--- config.mk ---
export PLATFORM = sky130hd
export DESIGN_NAME = periph_top
export DESIGN_NICKNAME = d
export VERILOG_FILES = /design/src/design/soc_map_pkg.sv /design/src/design/irq_pkg.sv /design/src/design/periph_apb_ctrl.sv /design/src/design/clint_timer.sv /design/src/design/plic_core.sv /design/src/design/periph_top.sv
export SDC_FILE = /design/constraint.sdc
export NUM_CORES = 1
export LEC_CHECK = 0
export BUFFER_PORTS_ARGS = -buffer_cell sky130_fd_sc_hd__buf_4
export CORE_ASPECT_RATIO = 0.6
export CORE_MARGIN = 2
export CORE_UTILIZATION = 63
export DETAILED_ROUTE_END_ITERATION = 8
export HOLD_SLACK_MARGIN = 0.05
export PLACE_DENSITY = 0.91
export SKIP_LAST_GASP = 1
export SLEW_MARGIN = 10
export SYNTH_ARGS = -nofsm -noshare
export SYNTH_HDL_FRONTEND = slang
export SYNTH_SLANG_ARGS = --single-unit
export TNS_END_PERCENT = 5
--- constraint.sdc ---
create_clock -name clk_i -period 70.8 [get_ports clk_i]
set_input_delay 17.7 -clock clk_i [delete_from_list [all_inputs] [get_ports clk_i]]
set_output_delay 17.7 -clock clk_i [all_outputs]
set_load 0.01 [all_outputs]
--- src/design/soc_map_pkg.sv ---
package soc_map_pkg;

    // APB bus widths
    localparam int ApbAddrWidth   = 32;
    localparam int ApbDataWidth   = 32;
    localparam int RegOffsetWidth = 26;

    // --------------------
    // Region map
    // --------------------
    localparam logic [ApbAddrWidth-1:0] ClintBase   = 32'h0200_0000;
    localparam logic [ApbAddrWidth-1:0] ClintLength = 32'h000C_0000;
    localparam logic [ApbAddrWidth-1:0] PlicBase    = 32'h0C00_0000;
    localparam logic [ApbAddrWidth-1:0] PlicLength  = 32'h0400_0000;

    // --------------------
    // CLINT registers
    // --------------------
    localparam logic [RegOffsetWidth-1:0] MsipOffset       = 26'h000_0000;
    localparam logic [RegOffsetWidth-1:0] MtimecmpLoOffset = 26'h000_4000;
    localparam logic [RegOffsetWidth-1:0] MtimecmpHiOffset = 26'h000_4004;
    localparam logic [RegOffsetWidth-1:0] MtimeLoOffset    = 26'h000_BFF8;
    localparam logic [RegOffsetWidth-1:0] MtimeHiOffset    = 26'h000_BFFC;

    // --------------------
    // PLIC registers
    // --------------------
    localparam logic [RegOffsetWidth-1:0] PrioOffset      = 26'h000_0000;
    localparam logic [RegOffsetWidth-1:0] PendingOffset   = 26'h000_1000;
    localparam logic [RegOffsetWidth-1:0] EnableOffset    = 26'h000_2000;
    localparam logic [RegOffsetWidth-1:0] ThresholdOffset = 26'h020_0000;
    localparam logic [RegOffsetWidth-1:0] ClaimOffset     = 26'h020_0004;

endpackage

--- src/design/irq_pkg.sv ---
package irq_pkg;

    // Source 0 is reserved, ids run from 1 to NumSources
    localparam int NumSources  = 31;
    localparam int PrioWidth   = 3;
    localparam int MaxPriority = 7;
    localparam int SrcIdWidth  = 5;

    // Id 0 means no source
    typedef logic [SrcIdWidth-1:0] src_id_t;

endpackage

--- src/design/periph_apb_ctrl.sv ---
`timescale 1ns/1ps

module periph_apb_ctrl (
    input  logic                                   clk_i,
    input  logic                                   ndmreset_n,
    // APB slave
    input  logic                                   psel_i,
    input  logic                                   penable_i,
    input  logic                                   pwrite_i,
    input  logic [soc_map_pkg::ApbAddrWidth-1:0]   paddr_i,
    input  logic [soc_map_pkg::ApbDataWidth-1:0]   pwdata_i,
    output logic [soc_map_pkg::ApbDataWidth-1:0]   prdata_o,
    output logic                                   pready_o,
    output logic                                   pslverr_o,
    // Register blocks
    input  logic [soc_map_pkg::ApbDataWidth-1:0]   clint_rdata_i,
    input  logic [soc_map_pkg::ApbDataWidth-1:0]   plic_rdata_i,
    output logic                                   clint_wr_o,
    output logic                                   clint_rd_o,
    output logic                                   plic_wr_o,
    output logic                                   plic_rd_o,
    output logic [soc_map_pkg::RegOffsetWidth-1:0] reg_offset_o,
    output logic [soc_map_pkg::ApbDataWidth-1:0]   reg_wdata_o
);

    logic                                 setup_q;
    logic                                 access;
    logic                                 clint_hit;
    logic                                 plic_hit;
    logic [soc_map_pkg::ApbAddrWidth-1:0] offset_full;

    // --------------------
    // Transfer phase
    // --------------------
    // Set by a setup cycle, so the next cycle is a proper access
    always_ff @(posedge clk_i or negedge ndmreset_n) begin
        if (!ndmreset_n) begin
            setup_q <= 1'b0;
        end else begin
            setup_q <= psel_i & ~penable_i;
        end
    end

    assign access = psel_i & penable_i & setup_q;

    // --------------------
    // Region decode
    // --------------------
    assign clint_hit = (paddr_i >= soc_map_pkg::ClintBase) &&
                       (paddr_i < soc_map_pkg::ClintBase + soc_map_pkg::ClintLength);
    assign plic_hit  = (paddr_i >= soc_map_pkg::PlicBase) &&
                       (paddr_i < soc_map_pkg::PlicBase + soc_map_pkg::PlicLength);

    assign offset_full  = paddr_i - (plic_hit ? soc_map_pkg::PlicBase : soc_map_pkg::ClintBase);
    assign reg_offset_o = offset_full[soc_map_pkg::RegOffsetWidth-1:0];
    assign reg_wdata_o  = pwdata_i;

    assign clint_wr_o = access & clint_hit & pwrite_i;
    assign clint_rd_o = access & clint_hit & ~pwrite_i;
    assign plic_wr_o  = access & plic_hit & pwrite_i;
    assign plic_rd_o  = access & plic_hit & ~pwrite_i;

    // --------------------
    // Response
    // --------------------
    // No wait states
    assign pready_o  = psel_i & penable_i;
    assign pslverr_o = access & ~clint_hit & ~plic_hit;

    always_comb begin
        prdata_o = '0;
        if (access && !pwrite_i) begin
            if (clint_hit) begin
                prdata_o = clint_rdata_i;
            end else if (plic_hit) begin
                prdata_o = plic_rdata_i;
            end
        end
    end

endmodule

--- src/design/clint_timer.sv ---
`timescale 1ns/1ps

module clint_timer (
    input  logic                                   clk_i,
    input  logic                                   ndmreset_n,
    input  logic                                   wr_i,
    input  logic                                   rd_i,
    input  logic [soc_map_pkg::RegOffsetWidth-1:0] offset_i,
    input  logic [soc_map_pkg::ApbDataWidth-1:0]   wdata_i,
    output logic [soc_map_pkg::ApbDataWidth-1:0]   rdata_o,
    output logic                                   timer_irq_o,
    output logic                                   ipi_o
);

    logic        tick_q;
    logic [63:0] mtime_q;
    logic [63:0] mtimecmp_q;
    logic        msip_q;

    // Real-time tick at half the clock rate
    always_ff @(posedge clk_i or negedge ndmreset_n) begin
        if (!ndmreset_n) begin
            tick_q <= 1'b0;
        end else begin
            tick_q <= ~tick_q;
        end
    end

    // --------------------
    // mtime
    // --------------------
    // Software writes win over the increment
    always_ff @(posedge clk_i or negedge ndmreset_n) begin
        if (!ndmreset_n) begin
            mtime_q <= '0;
        end else if (wr_i && offset_i == soc_map_pkg::MtimeLoOffset) begin
            mtime_q <= {mtime_q[63:32], wdata_i};
        end else if (wr_i && offset_i == soc_map_pkg::MtimeHiOffset) begin
            mtime_q <= {wdata_i, mtime_q[31:0]};
        end else if (tick_q) begin
            mtime_q <= mtime_q + 64'd1;
        end
    end

    // --------------------
    // mtimecmp and msip
    // --------------------
    always_ff @(posedge clk_i or negedge ndmreset_n) begin
        if (!ndmreset_n) begin
            mtimecmp_q <= '1;
            msip_q     <= 1'b0;
        end else if (wr_i) begin
            case (offset_i)
                soc_map_pkg::MtimecmpLoOffset: mtimecmp_q[31:0]  <= wdata_i;
                soc_map_pkg::MtimecmpHiOffset: mtimecmp_q[63:32] <= wdata_i;
                soc_map_pkg::MsipOffset:       msip_q            <= wdata_i[0];
                default: ;
            endcase
        end
    end

    always_comb begin
        rdata_o = '0;
        if (rd_i) begin
            case (offset_i)
                soc_map_pkg::MsipOffset:       rdata_o = {31'd0, msip_q};
                soc_map_pkg::MtimecmpLoOffset: rdata_o = mtimecmp_q[31:0];
                soc_map_pkg::MtimecmpHiOffset: rdata_o = mtimecmp_q[63:32];
                soc_map_pkg::MtimeLoOffset:    rdata_o = mtime_q[31:0];
                soc_map_pkg::MtimeHiOffset:    rdata_o = mtime_q[63:32];
                default:                       rdata_o = '0;
            endcase
        end
    end

    assign timer_irq_o = (mtime_q >= mtimecmp_q);
    assign ipi_o       = msip_q;

endmodule

--- src/design/plic_core.sv ---
`timescale 1ns/1ps

module plic_core (
    input  logic                                   clk_i,
    input  logic                                   ndmreset_n,
    input  logic                                   wr_i,
    input  logic                                   rd_i,
    input  logic [soc_map_pkg::RegOffsetWidth-1:0] offset_i,
    input  logic [soc_map_pkg::ApbDataWidth-1:0]   wdata_i,
    input  logic [irq_pkg::NumSources-1:0]         irq_sources_i,
    output logic [soc_map_pkg::ApbDataWidth-1:0]   rdata_o,
    output logic                                   eip_o
);

    // Source k sits at bit k-1 of the source vectors
    logic [irq_pkg::PrioWidth-1:0]  prio_q [1:irq_pkg::NumSources];
    logic [irq_pkg::NumSources-1:0] enable_q;
    logic [irq_pkg::NumSources-1:0] pending_q;
    logic [irq_pkg::NumSources-1:0] pending_d;
    logic [irq_pkg::NumSources-1:0] inflight_q;
    logic [irq_pkg::NumSources-1:0] inflight_d;
    logic [irq_pkg::PrioWidth-1:0]  threshold_q;
    irq_pkg::src_id_t               best_id;
    irq_pkg::src_id_t               complete_id;
    irq_pkg::src_id_t               prio_idx;
    logic                           prio_sel;
    logic                           claim_en;
    logic                           complete_en;

    // --------------------
    // Access decode
    // --------------------
    // Priorities live below 0x80, one word per source
    assign prio_sel = (offset_i[soc_map_pkg::RegOffsetWidth-1:7] ==
                       soc_map_pkg::PrioOffset[soc_map_pkg::RegOffsetWidth-1:7]) &&
                      (offset_i[1:0] == 2'b00);
    assign prio_idx    = offset_i[6:2];
    assign complete_id = wdata_i[irq_pkg::SrcIdWidth-1:0];
    assign claim_en    = rd_i && offset_i == soc_map_pkg::ClaimOffset;
    assign complete_en = wr_i && offset_i == soc_map_pkg::ClaimOffset;

    // --------------------
    // Best source search
    // --------------------
    // Strict compare keeps the lowest id on a tie
    always_comb begin
        logic [irq_pkg::PrioWidth-1:0] best_prio;
        best_prio = threshold_q;
        best_id   = '0;
        for (int i = 1; i <= irq_pkg::NumSources; i++) begin
            if (pending_q[i-1] && enable_q[i-1] && prio_q[i] > best_prio) begin
                best_prio = prio_q[i];
                best_id   = irq_pkg::src_id_t'(i);
            end
        end
    end

    assign eip_o = (best_id != '0);

    // --------------------
    // Gateways
    // --------------------
    always_comb begin
        pending_d  = pending_q | (irq_sources_i & ~inflight_q);
        inflight_d = inflight_q;
        if (complete_en && complete_id != '0) begin
            inflight_d[complete_id-1] = 1'b0;
        end
        // A claimed source stays blocked until its complete
        if (claim_en && best_id != '0) begin
            pending_d[best_id-1]  = 1'b0;
            inflight_d[best_id-1] = 1'b1;
        end
    end

    always_ff @(posedge clk_i or negedge ndmreset_n) begin
        if (!ndmreset_n) begin
            pending_q  <= '0;
            inflight_q <= '0;
        end else begin
            pending_q  <= pending_d;
            inflight_q <= inflight_d;
        end
    end

    // --------------------
    // Config registers
    // --------------------
    always_ff @(posedge clk_i or negedge ndmreset_n) begin
        if (!ndmreset_n) begin
            for (int i = 1; i <= irq_pkg::NumSources; i++) begin
                prio_q[i] <= '0;
            end
            enable_q    <= '0;
            threshold_q <= '0;
        end else if (wr_i) begin
            if (prio_sel && prio_idx != '0) begin
                prio_q[prio_idx] <= wdata_i[irq_pkg::PrioWidth-1:0];
            end
            if (offset_i == soc_map_pkg::EnableOffset) begin
                enable_q <= wdata_i[irq_pkg::NumSources:1];
            end
            if (offset_i == soc_map_pkg::ThresholdOffset) begin
                threshold_q <= wdata_i[irq_pkg::PrioWidth-1:0];
            end
        end
    end

    // Read word, bit k of pending and enable is source k
    always_comb begin
        rdata_o = '0;
        if (rd_i) begin
            if (prio_sel && prio_idx != '0) begin
                rdata_o[irq_pkg::PrioWidth-1:0] = prio_q[prio_idx];
            end else if (offset_i == soc_map_pkg::PendingOffset) begin
                rdata_o = {pending_q, 1'b0};
            end else if (offset_i == soc_map_pkg::EnableOffset) begin
                rdata_o = {enable_q, 1'b0};
            end else if (offset_i == soc_map_pkg::ThresholdOffset) begin
                rdata_o[irq_pkg::PrioWidth-1:0] = threshold_q;
            end else if (offset_i == soc_map_pkg::ClaimOffset) begin
                rdata_o[irq_pkg::SrcIdWidth-1:0] = best_id;
            end
        end
    end

endmodule

--- src/design/periph_top.sv ---
`timescale 1ns/1ps

module periph_top (
    input  logic                                 clk_i,
    input  logic                                 ndmreset_n,
    // APB slave
    input  logic                                 psel_i,
    input  logic                                 penable_i,
    input  logic                                 pwrite_i,
    input  logic [soc_map_pkg::ApbAddrWidth-1:0] paddr_i,
    input  logic [soc_map_pkg::ApbDataWidth-1:0] pwdata_i,
    output logic [soc_map_pkg::ApbDataWidth-1:0] prdata_o,
    output logic                                 pready_o,
    output logic                                 pslverr_o,
    // Interrupts
    input  logic [irq_pkg::NumSources-1:0]       irq_sources_i,
    output logic                                 eip_o,
    output logic                                 timer_irq_o,
    output logic                                 ipi_o
);

    logic                                   clint_wr;
    logic                                   clint_rd;
    logic                                   plic_wr;
    logic                                   plic_rd;
    logic [soc_map_pkg::RegOffsetWidth-1:0] reg_offset;
    logic [soc_map_pkg::ApbDataWidth-1:0]   reg_wdata;
    logic [soc_map_pkg::ApbDataWidth-1:0]   clint_rdata;
    logic [soc_map_pkg::ApbDataWidth-1:0]   plic_rdata;

    periph_apb_ctrl ctrl_i (
        .clk_i         ( clk_i         ),
        .ndmreset_n    ( ndmreset_n    ),
        .psel_i        ( psel_i        ),
        .penable_i     ( penable_i     ),
        .pwrite_i      ( pwrite_i      ),
        .paddr_i       ( paddr_i       ),
        .pwdata_i      ( pwdata_i      ),
        .prdata_o      ( prdata_o      ),
        .pready_o      ( pready_o      ),
        .pslverr_o     ( pslverr_o     ),
        .clint_rdata_i ( clint_rdata   ),
        .plic_rdata_i  ( plic_rdata    ),
        .clint_wr_o    ( clint_wr      ),
        .clint_rd_o    ( clint_rd      ),
        .plic_wr_o     ( plic_wr       ),
        .plic_rd_o     ( plic_rd       ),
        .reg_offset_o  ( reg_offset    ),
        .reg_wdata_o   ( reg_wdata     )
    );

    clint_timer clint_i (
        .clk_i       ( clk_i       ),
        .ndmreset_n  ( ndmreset_n  ),
        .wr_i        ( clint_wr    ),
        .rd_i        ( clint_rd    ),
        .offset_i    ( reg_offset  ),
        .wdata_i     ( reg_wdata   ),
        .rdata_o     ( clint_rdata ),
        .timer_irq_o ( timer_irq_o ),
        .ipi_o       ( ipi_o       )
    );

    plic_core plic_i (
        .clk_i         ( clk_i         ),
        .ndmreset_n    ( ndmreset_n    ),
        .wr_i          ( plic_wr       ),
        .rd_i          ( plic_rd       ),
        .offset_i      ( reg_offset    ),
        .wdata_i       ( reg_wdata     ),
        .irq_sources_i ( irq_sources_i ),
        .rdata_o       ( plic_rdata    ),
        .eip_o         ( eip_o         )
    );

endmodule

==> After elaboration in Yosys (flattened, before gate mapping) <==
Cells that the tools add are included.
{ "totals": {"ff_bits": 320, "in_bits": 100, "output_inout_bits": 37, "wordCells": 308} }
{ "classes": {"addsub": 4, "n_lt_le_gt_ge": 42, "n_eq_ne": 9, "muxes": 92, "bitwise": 26, "reduce_logical": 93} }
{ "ops": {"columns": ["op", "n"], "rows": [
  ["$mux 32", 7],
  ["$pmux 32 s5", 1],
  ["$mux 64", 2],
  ["$mux 3", 39],
  ["$and 31x31->31", 3],
  ["$bwmux 93", 1],
  ["$gt 3x3->1", 31],
  ["$mux 31", 3],
  ["$not 31->31", 3],
  ["$mux 5", 18],
  ["$logic_and 1x1->1", 76],
  ["$add 64x1->64 const B", 1],
  ["$ge 32x1->1 const B", 2],
  ["$ge 64x64->1", 1],
  ["$lt 32x6->1 const B", 2],
  ["$or 31x31->31", 2],
  ["$eq 26x15->1 const B", 2],
  ["$eq 26x16->1 const B", 2],
  ["$eq 26x22->1 const B", 2],
  ["$ge 32x26->1 const B", 1],
  ["$ge 32x28->1 const B", 1],
  ["$lt 32x26->1 const B", 1],
  ["$lt 32x29->1 const B", 1],
  ["$mux 4", 8],
  ["other kinds (25)", 56]
]} }

==> Logic depth before layout (Yosys ltp) <==
Gate-level depths: netlist (run 1).
{ "logic_depth": {"word_depth": 102, "depth_mapped": 228, "depth_no_buf": 225} }

==> Hierarchy <==
Synthesis (run 1) repeated with hierarchy kept, for this count alone.
{ "hier_totals": {"hier_cells": 2673, "hier_area_um2": 24094.4} }
{ "by_module_without_submodules": {"columns": ["mod", "instances", "cells_each", "area_per_inst_um2", "seq_area_each_um2"], "rows": [
  ["plic_core", 1, 1535, 13858.3, 4729.5],
  ["clint_timer", 1, 1019, 9188.8, 3333.2],
  ["periph_apb_ctrl", 1, 119, 1047.3, 25.0]
]} }

==> Least setup slack after synthesis (run 1) <==
OpenSTA, ideal clock, no wires.
{ "synth_path": {"kind": "register to output", "start": "register plic_i.threshold_q[1] (netlist name)", "end": "output port prdata_o[3] (netlist name)", "arrival_ps": 40437, "required_ps": 53100, "slack_ps": 12663, "stages_incl_launch_ff": 217, "path_buffers": 1, "cell_sequence": "dfrtp_1 > inv_1 > ha_1 > nor2b_4 > o311ai_4 > nand2b_1 > nand2_1 > o21ai_0 > ha_1 > nor2_1 > o21ai_0 > a311oi_1 > mux2_2 > ha_1 > nor2_1 > or2_2 > o221ai_1 > a31oi_1 > (+181 left out) > clkbuf_1 > o21ai_0 > ha_1 > nor2b_1 > o21a_1 > o2111ai_1 > inv_1 > o21a_1 > ha_1 > nor2b_1 > o21a_1 > o2111ai_1 > nand2_1 > nor3_1 > nand3_1 > o21a_1 > a221oi_1 > o32ai_1"} }
{ "synth_between": {"elab_chain_len": 102, "word_cells_on_any_way": 125, "cone_classes": "order compare: 31; mux: 63; reduce/logical: 31"} }
{ "synth_rtl": {"columns": ["item", "line", "text"], "rows": [
  ["from (decl)", "plic_core.sv:22", "logic [irq_pkg::PrioWidth-1:0] threshold_q;"],
  ["from (signal assigned)", "plic_core.sv:104", "threshold_q <= wdata_i[irq_pkg::PrioWidth-1:0];"],
  ["$gt 3x3->1", "plic_core.sv:51", "if (pending_q[i-1] && enable_q[i-1] && prio_q[i] > best_prio) begin"],
  ["$logic_and 1x1->1", "plic_core.sv:51", null],
  ["$mux 3 (*)", "plic_core.sv:51", null],
  ["$gt 3x3->1", "plic_core.sv:51", null],
  ["$logic_and 1x1->1", "plic_core.sv:51", null],
  ["$mux 3 (*)", "plic_core.sv:51", null],
  ["$gt 3x3->1", "plic_core.sv:51", null],
  ["$logic_and 1x1->1", "plic_core.sv:51", null],
  ["(+86 left out)", null, null],
  ["$mux 2 (*)", "plic_core.sv:119", "end else if (offset_i == soc_map_pkg::ThresholdOffset) begin"],
  ["$mux 5 (*)", "plic_core.sv:117", "end else if (offset_i == soc_map_pkg::EnableOffset) begin"],
  ["$mux 32 (*)", "plic_core.sv:115", "end else if (offset_i == soc_map_pkg::PendingOffset) begin"],
  ["$mux 29 (*)", "plic_core.sv:113", "if (prio_sel && prio_idx != '0) begin"],
  ["$mux 32 (*)", "plic_core.sv:112", "if (rd_i) begin"],
  ["$mux 32 (*)", "periph_apb_ctrl.sv:75", "end else if (plic_hit) begin"],
  ["$mux 32 (*)", "periph_apb_ctrl.sv:73", "if (clint_hit) begin"],
  ["$mux 32 (*)", "periph_apb_ctrl.sv:72", "if (access && !pwrite_i) begin"],
  ["to (decl)", "periph_top.sv:12", "output logic [soc_map_pkg::ApbDataWidth-1:0] prdata_o,"]
]} }
Every way passes the cells marked *; elsewhere a longest branch is shown, timed or not.

==> Worst setup path after layout (run 1) <==
Same ends and word-level chain as after synthesis.

==> results.txt, run 1 <==
Among the stages of the critical path, the cell type that occurs most often is sky130_fd_sc_hd__nor2_1. In this run the vertical extent of the chip is 151 um. The number of nets handed over by synthesis was 2712.

The tools report the startpoint class of the critical path as a flop. The total count of max-transition violations in the final report came out at 0. The final reports fail on design-rule violations. Across the run, the number of max-cap violations was 0. The logs give 0.643 for the starting utilization of the core area and 30 for the number of CTS-inserted buffers. The final count of hold timing violations was 0.

The die footprint was 0.0375 mm2. From synthesis to final layout, the design area changed by 10.4%. In this run the remaining antenna-violating nets after routing total 0. Clock latency on the worst-skew pair, taken at its later pin, is 0.60 ns. The worst setup path is captured at a primary output. Routability-driven placement finished with a final weighted congestion of 1.05.

Clock-pin slew was measured on the worst setup and hold paths at 0.07 ns. The slowest stage of the critical path is the sky130_fd_sc_hd__a311oi_1 cell. The count of input and output buffers is 136, and the clock tree skew after final layout is 0.0229 ns. For the row count, the log shows 53. Setup repair after global routing left no endpoint under its margin. The number of instances resized during post-cts repair is 0. The cell area after synthesis is 0.0226 mm2. Setup violations remaining at the end of the flow were counted as 0. At the worst endpoint, the required time is 53.10 ns. Timing would allow up to 15.0 MHz. Ranked by total cell area, the synthesized netlist is headed by sky130_fd_sc_hd__dfrtp_1 (28%), sky130_fd_sc_hd__mux2_2 (9.2%), sky130_fd_sc_hd__dfstp_2 (7.4%). The delay of the slowest cell on the worst path works out to 0.62 ns.

The worst setup path is of the reg2out kind. The most used flip-flop cell after synthesis is sky130_fd_sc_hd__dfrtp_1. After clock tree synthesis, the flow added hold-fix buffers numbering 0.

Synthesis instantiated 104 different standard cells from the library. After synthesis the netlist holds a flip-flop and latch count of 320. The detailed router finished its first iteration with 3138 violations.

The run finished, with violations left. Entering global routing, the biggest net connects 104 pins. The total number of vias was 22.2k; the actual slew at the worst max-slew pin was 1.32 ns.

Launch point of the worst path: plic_i.threshold_q[1]$_DFFE_PN0P_. For this design the static power due to leakage is 10.5 nW. The final period demand of the worst path came out at 66.48 ns. The worst max-slew margin expressed relative to the limit was 0.111; the pre-CTS setup slack was 6.45 ns. In this design, the largest share of critical-path delay is due to compound AO/OA/AOI/OAI gates.

Post-synthesis cell count: 2510. For the count of H-tree levels built during CTS, the log shows 1. During I/O placement, the number of pins put on the boundary was 137.

The total area inside the core boundary comes to 0.0352 mm2. The total inserted antenna cells is 0. Detailed placement finished with a half-perimeter wire length of 62.4 mm. CTS placed an instance of sky130_fd_sc_hd__clkbuf_16 at the clock tree root. Total setup buffers inserted after CTS: 0. In the final routed layout, each cell accounts on average for 27.1 um.

Measured along the x axis, the die boundary spans 249 um. In the final design database the tool counted 2790 nets. The share of the clock period used by the worst path after layout was 0.939; the combined global-route utilization of all metal layers was 0.440.

The critical hold path startpoint was clint_i.tick_q$_DFF_PN0_. The run gives 0 as the number of warnings printed during yosys synthesis. The average vias per placed instance was 7.22; the number of enable flip-flop cells after synthesis was 0. After detailed routing, the number of remaining DRC violations is 5. The clock passes through at most 3 buffers. The first global-routing pass estimated 126 mm of wire. The tools report the remaining global-route overflow as 0. For this design the ratio of total power to cell area is 14.8 mW/mm2. The first detailed-routing pass took 9 iterations.

The class of the most critical hold timing path was reg2reg. STA puts the critical path data arrival time at 48.78 ns. The number of global-route vias before repair came out at 20.6k. For the number of antenna violations at the first check in global routing, the log shows 1. Summed over all failing endpoints, the final setup total negative slack is 0 ns. Async set-or-reset flop fraction in the synthesized netlist: 1.00. In the synthesized netlist, the cells that appear most often are sky130_fd_sc_hd__dfrtp_1 (256), sky130_fd_sc_hd__nand2_1 (254), sky130_fd_sc_hd__mux2_2 (184), sky130_fd_sc_hd__o21ai_0 (177), sky130_fd_sc_hd__nor2_1 (164). A synthesized cell averages 9.02 um2. The sequential element share of the synthesized area was 0.357; the final wirelength was 83.4 mm. The area share of the largest cell type after synthesis came out at 0.283. TritonCTS built the clock tree. The dominant cell by count in the synthesized netlist was sky130_fd_sc_hd__dfrtp_1. The end-of-flow core utilization was 0.710.

The fraction of final layout cells sized beyond drive strength 1 is 0.202, and the final worst setup slack is 4.32 ns. The total buffers and inverters traversed by the critical path works out to 8. For this design, the sink count on the clock tree is 320.

Most area-hungry cell type in the Yosys netlist: sky130_fd_sc_hd__dfrtp_1. In this run the worst path has a maximum fanout of 10. The worst register-to-register path begins at plic_i.threshold_q[1]$_DFFE_PN0P_. The worst-case IR drop observed on VDD is 16.3 uV.
## logic make-up after synthesis
family | synth area share
buf+inv | 0.0417
fa+ha+maj | 0.0649
simple gates | 0.176
xor+xnor | 0.0128
flops | 0.357
mux | 0.113
compound gates | 0.235
## path summary, 6_finish.rpt
path / to / slack [ns] / cells past startpoint
worst max-delay path: prdata_o[3] / 4.32 / 217
min in group asynchronous: plic_i.prio_q[56]$_DFFE_PN0P_ / 17.17 / 1
max in group asynchronous: plic_i.inflight_q[12]$_DFF_PN0_ / 52.04 / 2
worst min register to register: clint_i.tick_q$_DFF_PN0_ / 0.46 / 1
worst max register to register: plic_i.pending_q[2]$_DFF_PN0_ / 22.14 / 216
worst min-delay path: clint_i.tick_q$_DFF_PN0_ / 0.46 / 1
## placed cells by master (no fill, tap or decap), types with 11 or more instances in the layout
master	Yosys	routed
sky130_fd_sc_hd__a22oi_1	37	37
sky130_fd_sc_hd__nand2_1	254	253
sky130_fd_sc_hd__buf_4	3	154
sky130_fd_sc_hd__ha_1	102	102
sky130_fd_sc_hd__o22ai_1	30	30
sky130_fd_sc_hd__a21oi_1	137	136
sky130_fd_sc_hd__nor2b_1	51	51
sky130_fd_sc_hd__o21ai_0	177	177
sky130_fd_sc_hd__a31oi_1	21	21
sky130_fd_sc_hd__nand4_1	32	32
sky130_fd_sc_hd__xnor2_1	11	11
sky130_fd_sc_hd__nand2b_1	27	27
sky130_fd_sc_hd__o211ai_1	14	14
sky130_fd_sc_hd__xor2_1	22	22
sky130_fd_sc_hd__and2_1	23	23
sky130_fd_sc_hd__o2111ai_1	11	11
sky130_fd_sc_hd__nor4_1	16	16
sky130_fd_sc_hd__a21o_1	30	30
sky130_fd_sc_hd__dfrtp_1	256	256
sky130_fd_sc_hd__nand3_1	99	99
sky130_fd_sc_hd__nor2_1	164	163
sky130_fd_sc_hd__o21a_1	16	16
sky130_fd_sc_hd__a221oi_1	36	36
sky130_fd_sc_hd__mux2_2	184	184
sky130_fd_sc_hd__o31ai_1	12	12
sky130_fd_sc_hd__nor3_1	35	34
sky130_fd_sc_hd__clkbuf_16	0	30
sky130_fd_sc_hd__or3_1	14	14
sky130_fd_sc_hd__a22o_1	34	34
sky130_fd_sc_hd__inv_1	137	137
sky130_fd_sc_hd__o22a_1	62	62
sky130_fd_sc_hd__maj3_1	16	16
sky130_fd_sc_hd__dfstp_2	64	64
sky130_fd_sc_hd__mux4_2	21	21
sky130_fd_sc_hd__o21ai_1	34	34
sky130_fd_sc_hd__and3_1	53	52
## registers in the layout (all words and copies together), names as in the netlist
| register | cells |
|---|---|
| clint_i.ipi_o | 1 |
| clint_i.mtime_q | 64 |
| plic_i.prio_q | 93 |
| plic_i.enable_q | 31 |
| clint_i.mtimecmp_q | 64 |
| plic_i.inflight_q | 31 |
| ctrl_i.setup_q | 1 |
| plic_i.pending_q | 31 |
| clint_i.tick_q | 1 |
| plic_i.threshold_q | 3 |
## stage by stage
step                      area, um2  cells  total power, W  hold WS [ns]
after floorplan               22600   2510        0.000192         0.394
after global routing          25000   3078        0.000377         0.507
after detailed placement      24000   3023        0.000204         0.446
after CTS                     25000   3078        0.000369         0.458
after global placement        24000   3023        0.000204         0.444
final                         25000   3078        0.000370         0.459
## routing by layer
layer  global-route usage  wire [um]  vias up
met5                    0          0        -
met4                0.110       2200        0
met3                0.181      14800      191
met2                0.600      32800     1730
met1                0.640      33700    10758
li1                     -          -     9543
## area by class of cell
class / count / area [um2]
inverter: 137 / 514
sequential: 320 / 8090
clock inverter: 16 / 156
timing repair buffer: 155 / 1170
clock buffer: 39 / 835
multi-input combinational: 1944 / 13600
tap: 467 / 584
fill: 2622 / 10200
## where the power goes
part           switching, W  internal (W)
Sequential     0.0000000244      0.000183
Combinational     0.0000122    0.00000600
Clock             0.0000778     0.0000909
Power figures use the tool's default switching activity.
==> run 2: changes to the inputs <==
--- a/config.mk
+++ b/config.mk
@@ -8,10 +8,10 @@
 export BUFFER_PORTS_ARGS = -buffer_cell sky130_fd_sc_hd__buf_4
 export CORE_ASPECT_RATIO = 0.6
 export CORE_MARGIN = 2
-export CORE_UTILIZATION = 63
+export CORE_UTILIZATION = 60
 export DETAILED_ROUTE_END_ITERATION = 8
 export HOLD_SLACK_MARGIN = 0.05
-export PLACE_DENSITY = 0.91
+export PLACE_DENSITY_LB_ADDON = 0.05
 export SKIP_LAST_GASP = 1
 export SLEW_MARGIN = 10
 export SYNTH_ARGS = -nofsm -noshare
==> run 2 against run 1 <==
Net effect:
- the flow now finishes without violations
- sequential share of layout area fell by 0.27 points
- clock power rose by 11%
- count of clock-buffer cells in the layout rose by 11
- hold slack got worse by 0.0095 ns
- via count fell by 2.5%
- fmax barely moved
- routed wire length fell by 1.8%
- die area rose by 4.9%
- utilization fell by 3.7 points
- non-clock buffer count fell by 1
- first-iteration DRC count fell by 6.4%
- highest routed layer unchanged
==> results.txt, run 2 (same netlist as run 1, synthesis figures left out) <==
The flow ran to the end, and the final reports show no timing, DRC or antenna violations. The count of input and output buffers works out to 136 (unchanged). The layout net count was 2793 (+0.11%). Combined global-route utilization of all metal layers: 0.413 (-0.0269).

The logs give 0.673 (-0.0365) for the end-of-flow core utilization and 4.34 ns (+0.0128 ns) for the final worst setup slack. The share of the clock period used by the worst path after layout is 0.939 (about the same). For this design, the slowest cell found on the critical path is sky130_fd_sc_hd__a211oi_1.

The setup violation total in the final timing report was 0 (unchanged). The detailed-routing iteration count for the pre-antenna-repair pass came out at 9 (unchanged). The critical path is of the reg2out type. The area growth from synthesis to final layout is 11.3%, and the final period demand of the worst path is 66.46 ns (-0.0128 ns). The library cell used most frequently in the layout, excluding fill and tap cells, is sky130_fd_sc_hd__dfrtp_1. The total buffers and inverters traversed by the critical path works out to 8 (unchanged).

TritonCTS built the clock tree. The tools report the boundary pin count as 137 (unchanged). The detailed router's first-iteration violation count was 2938 (-6.4%); the clock latency of the later-clocked register in the worst-skew pair was 0.55 ns (-0.05 ns). The leakage dissipation is 10.5 nW (+0.64%). The logs give 0 (unchanged) for the total inserted antenna cells and 0 (unchanged) for the remaining global-route overflow. The run gives 0.00809 mm2 (unchanged) as the sequential standard cell area. The power density over the cells is 15.5 mW/mm2 (+4.4%). The number of instances resized during post-cts repair is 0 (unchanged). For the total number of vias, the log shows 21.7k (-2.5%). For the multi-input combinational cell area, the log shows 0.0136 mm2 (unchanged).

The startpoint class of the critical path is a flop. The number of global-route vias before repair was 19.9k (-3.1%). The required time at the endpoint of the critical path was 53.10 ns (about the same); the number of filler cells placed in the layout was 3067 (+17%).

The tree is rooted in a sky130_fd_sc_hd__clkbuf_16. Actual slew at the worst max-slew pin: 1.31 ns (-0.0101 ns). In this run the critical register-to-register path is launched from plic_i.threshold_q[1]$_DFFE_PN0P_. The critical hold path startpoint is clint_i.tick_q$_DFF_PN0_. The placeable core area came out at 0.0374 mm2 (+6.3%).

For the maximum ir drop on the vdd rail, the log shows 18.9 uV (+16%). The library cells used most frequently in the layout, excluding fill and tap cells, are sky130_fd_sc_hd__dfrtp_1 (256), sky130_fd_sc_hd__nand2_1 (253), sky130_fd_sc_hd__mux2_2 (184), sky130_fd_sc_hd__o21ai_0 (177), sky130_fd_sc_hd__nor2_1 (163). The logs give 61.6 mm (-1.3%) for the placed wire-length estimate after detailed placement and 0.117 (+0.00680) for the worst max-slew margin expressed relative to the limit. Cell family contributing the most delay on the critical path: compound AO/OA/AOI/OAI gates. The routed wire length per instance is 26.2 um (-3.4%). The clock-pin slew reported for the worst setup and hold paths after clock tree synthesis came out at 0.07 ns (about the same). The number of buffers added to fix hold violations after cts was 0 (unchanged); the total setup buffers inserted after CTS was 0 (unchanged). In this run the worst setup path begins at plic_i.threshold_q[1]$_DFFE_PN0P_. The clock tree skew after final layout is 0.0151 ns (-0.00776 ns).

The run gives 34 (+13%) as the number of CTS-inserted buffers. The largest registers in the layout are plic_i.prio_q (93), clint_i.mtime_q (64), clint_i.mtimecmp_q (64). The pin count of the biggest net entering global routing was 173 (+66%); the die footprint was 0.0394 mm2 (+4.9%).

The final wirelength was 81.9 mm (-1.8%); the delay of the slowest cell on the worst path was 0.61 ns (about the same). Die outline height: 154 um (+2.4%). The class of the most critical hold timing path was reg2reg. The accumulated negative setup slack is 0 ns (unchanged). The pre-CTS setup slack came out at 6.70 ns (+0.244 ns). The number of flip-flops under the largest register name is 93 (unchanged), and the die span in x is 255 um (+2.4%).

The routability-driven placement congestion ratio was 1.03 (-2.1%); the number of antenna violations at the first check in global routing was 0 (-1). For the timing-limited maximum frequency, the log shows 15.0 MHz (about the same). The count of H-tree levels built during CTS was 2 (+1); the average vias per placed instance was 6.93 (-4.1%).

The number of clock sinks is 320 (unchanged), and the highest net fanout along the worst path is 10 (unchanged). The starting utilization of the core area was 0.605 (-0.0382); the total count of max-transition violations in the final report was 0 (unchanged). The run gives 0.0241 mm2 (+0.26%) as the total placed instance area. The tools report the wire length of the first global-routing pass as 123 mm (-2.5%). The tools report the endpoint class of the critical path as a primary output.

For the number of remaining DRC errors, the log shows 0 (-5). The final antenna-violating net count is 0 (unchanged). The fraction of final layout cells sized beyond drive strength 1 came out at 0.202 (about the same). The tools report the maximum clock path buffer count as 3 (unchanged). Setup repair after global routing left no endpoint under its margin.

For the data arrival time of the worst path, the log shows 48.76 ns (-0.02 ns). For the final design area excluding fillers, the log shows 0.0252 mm2 (+0.84%). The logs give 55 (+3.8%) for the row count and 0 (unchanged) for the number of max-cap violations.

More flip-flops sit in one register than any other, and that register is plic_i.prio_q. The run gives 0 (unchanged) as the final count of hold timing violations.
==> run 2: worst paths after layout <==
path	endpoint	slack, ns	cells past startpoint
min in group asynchronous	plic_i.inflight_q[0]$_DFF_PN0_	17.12	1
hold / removal	clint_i.tick_q$_DFF_PN0_	0.45	1
hold reg to reg	clint_i.tick_q$_DFF_PN0_	0.45	1
setup reg to reg	plic_i.pending_q[10]$_DFF_PN0_	22.19	216
setup / recovery	prdata_o[3]	4.34	217
max in group asynchronous	plic_i.prio_q[39]$_DFFE_PN0P_	51.47	3
==> run 2: report_power, final <==
group          leakage (nW)  switching, W  internal, W
clock network         0.553     0.0000820     0.000106
logic                  6.15     0.0000119   0.00000604
registers              3.83  0.0000000138     0.000183
total                  10.5     0.0000939     0.000295
==> run 2: layout make-up <==
cell class / instances / area share
Tap cell: 513 / 0.0255
Sequential cell: 320 / 0.321
Inverter: 137 / 0.0204
Clock inverter: 11 / 0.00541
Multi-Input combinational cell: 1944 / 0.541
Clock buffer: 50 / 0.0398
Timing Repair Buffer: 154 / 0.0467
==> run 2: through the flow <==
step                      std cells  total power, W  hold slack, ns
after floorplan                2510        0.000192           0.394
after global placement         3068        0.000204           0.441
after detailed placement       3068        0.000204           0.443
after CTS                      3129        0.000389           0.451
after global routing           3129        0.000398           0.469
final                          3129        0.000389           0.449
==> run 2: layer usage <==
metal | vias to the layer above | track usage | part of all wire | wire length (um)
met3 | 191 | 0.183 | 0.17 | 13600
met2 | 1512 | 0.537 | 0.38 | 31400
met4 | 0 | 0.106 | 0.031 | 2530
li1 | 9532 | - | - | -
met5 | - | 0 | 0 | 0
met1 | 10438 | 0.614 | 0.42 | 34500
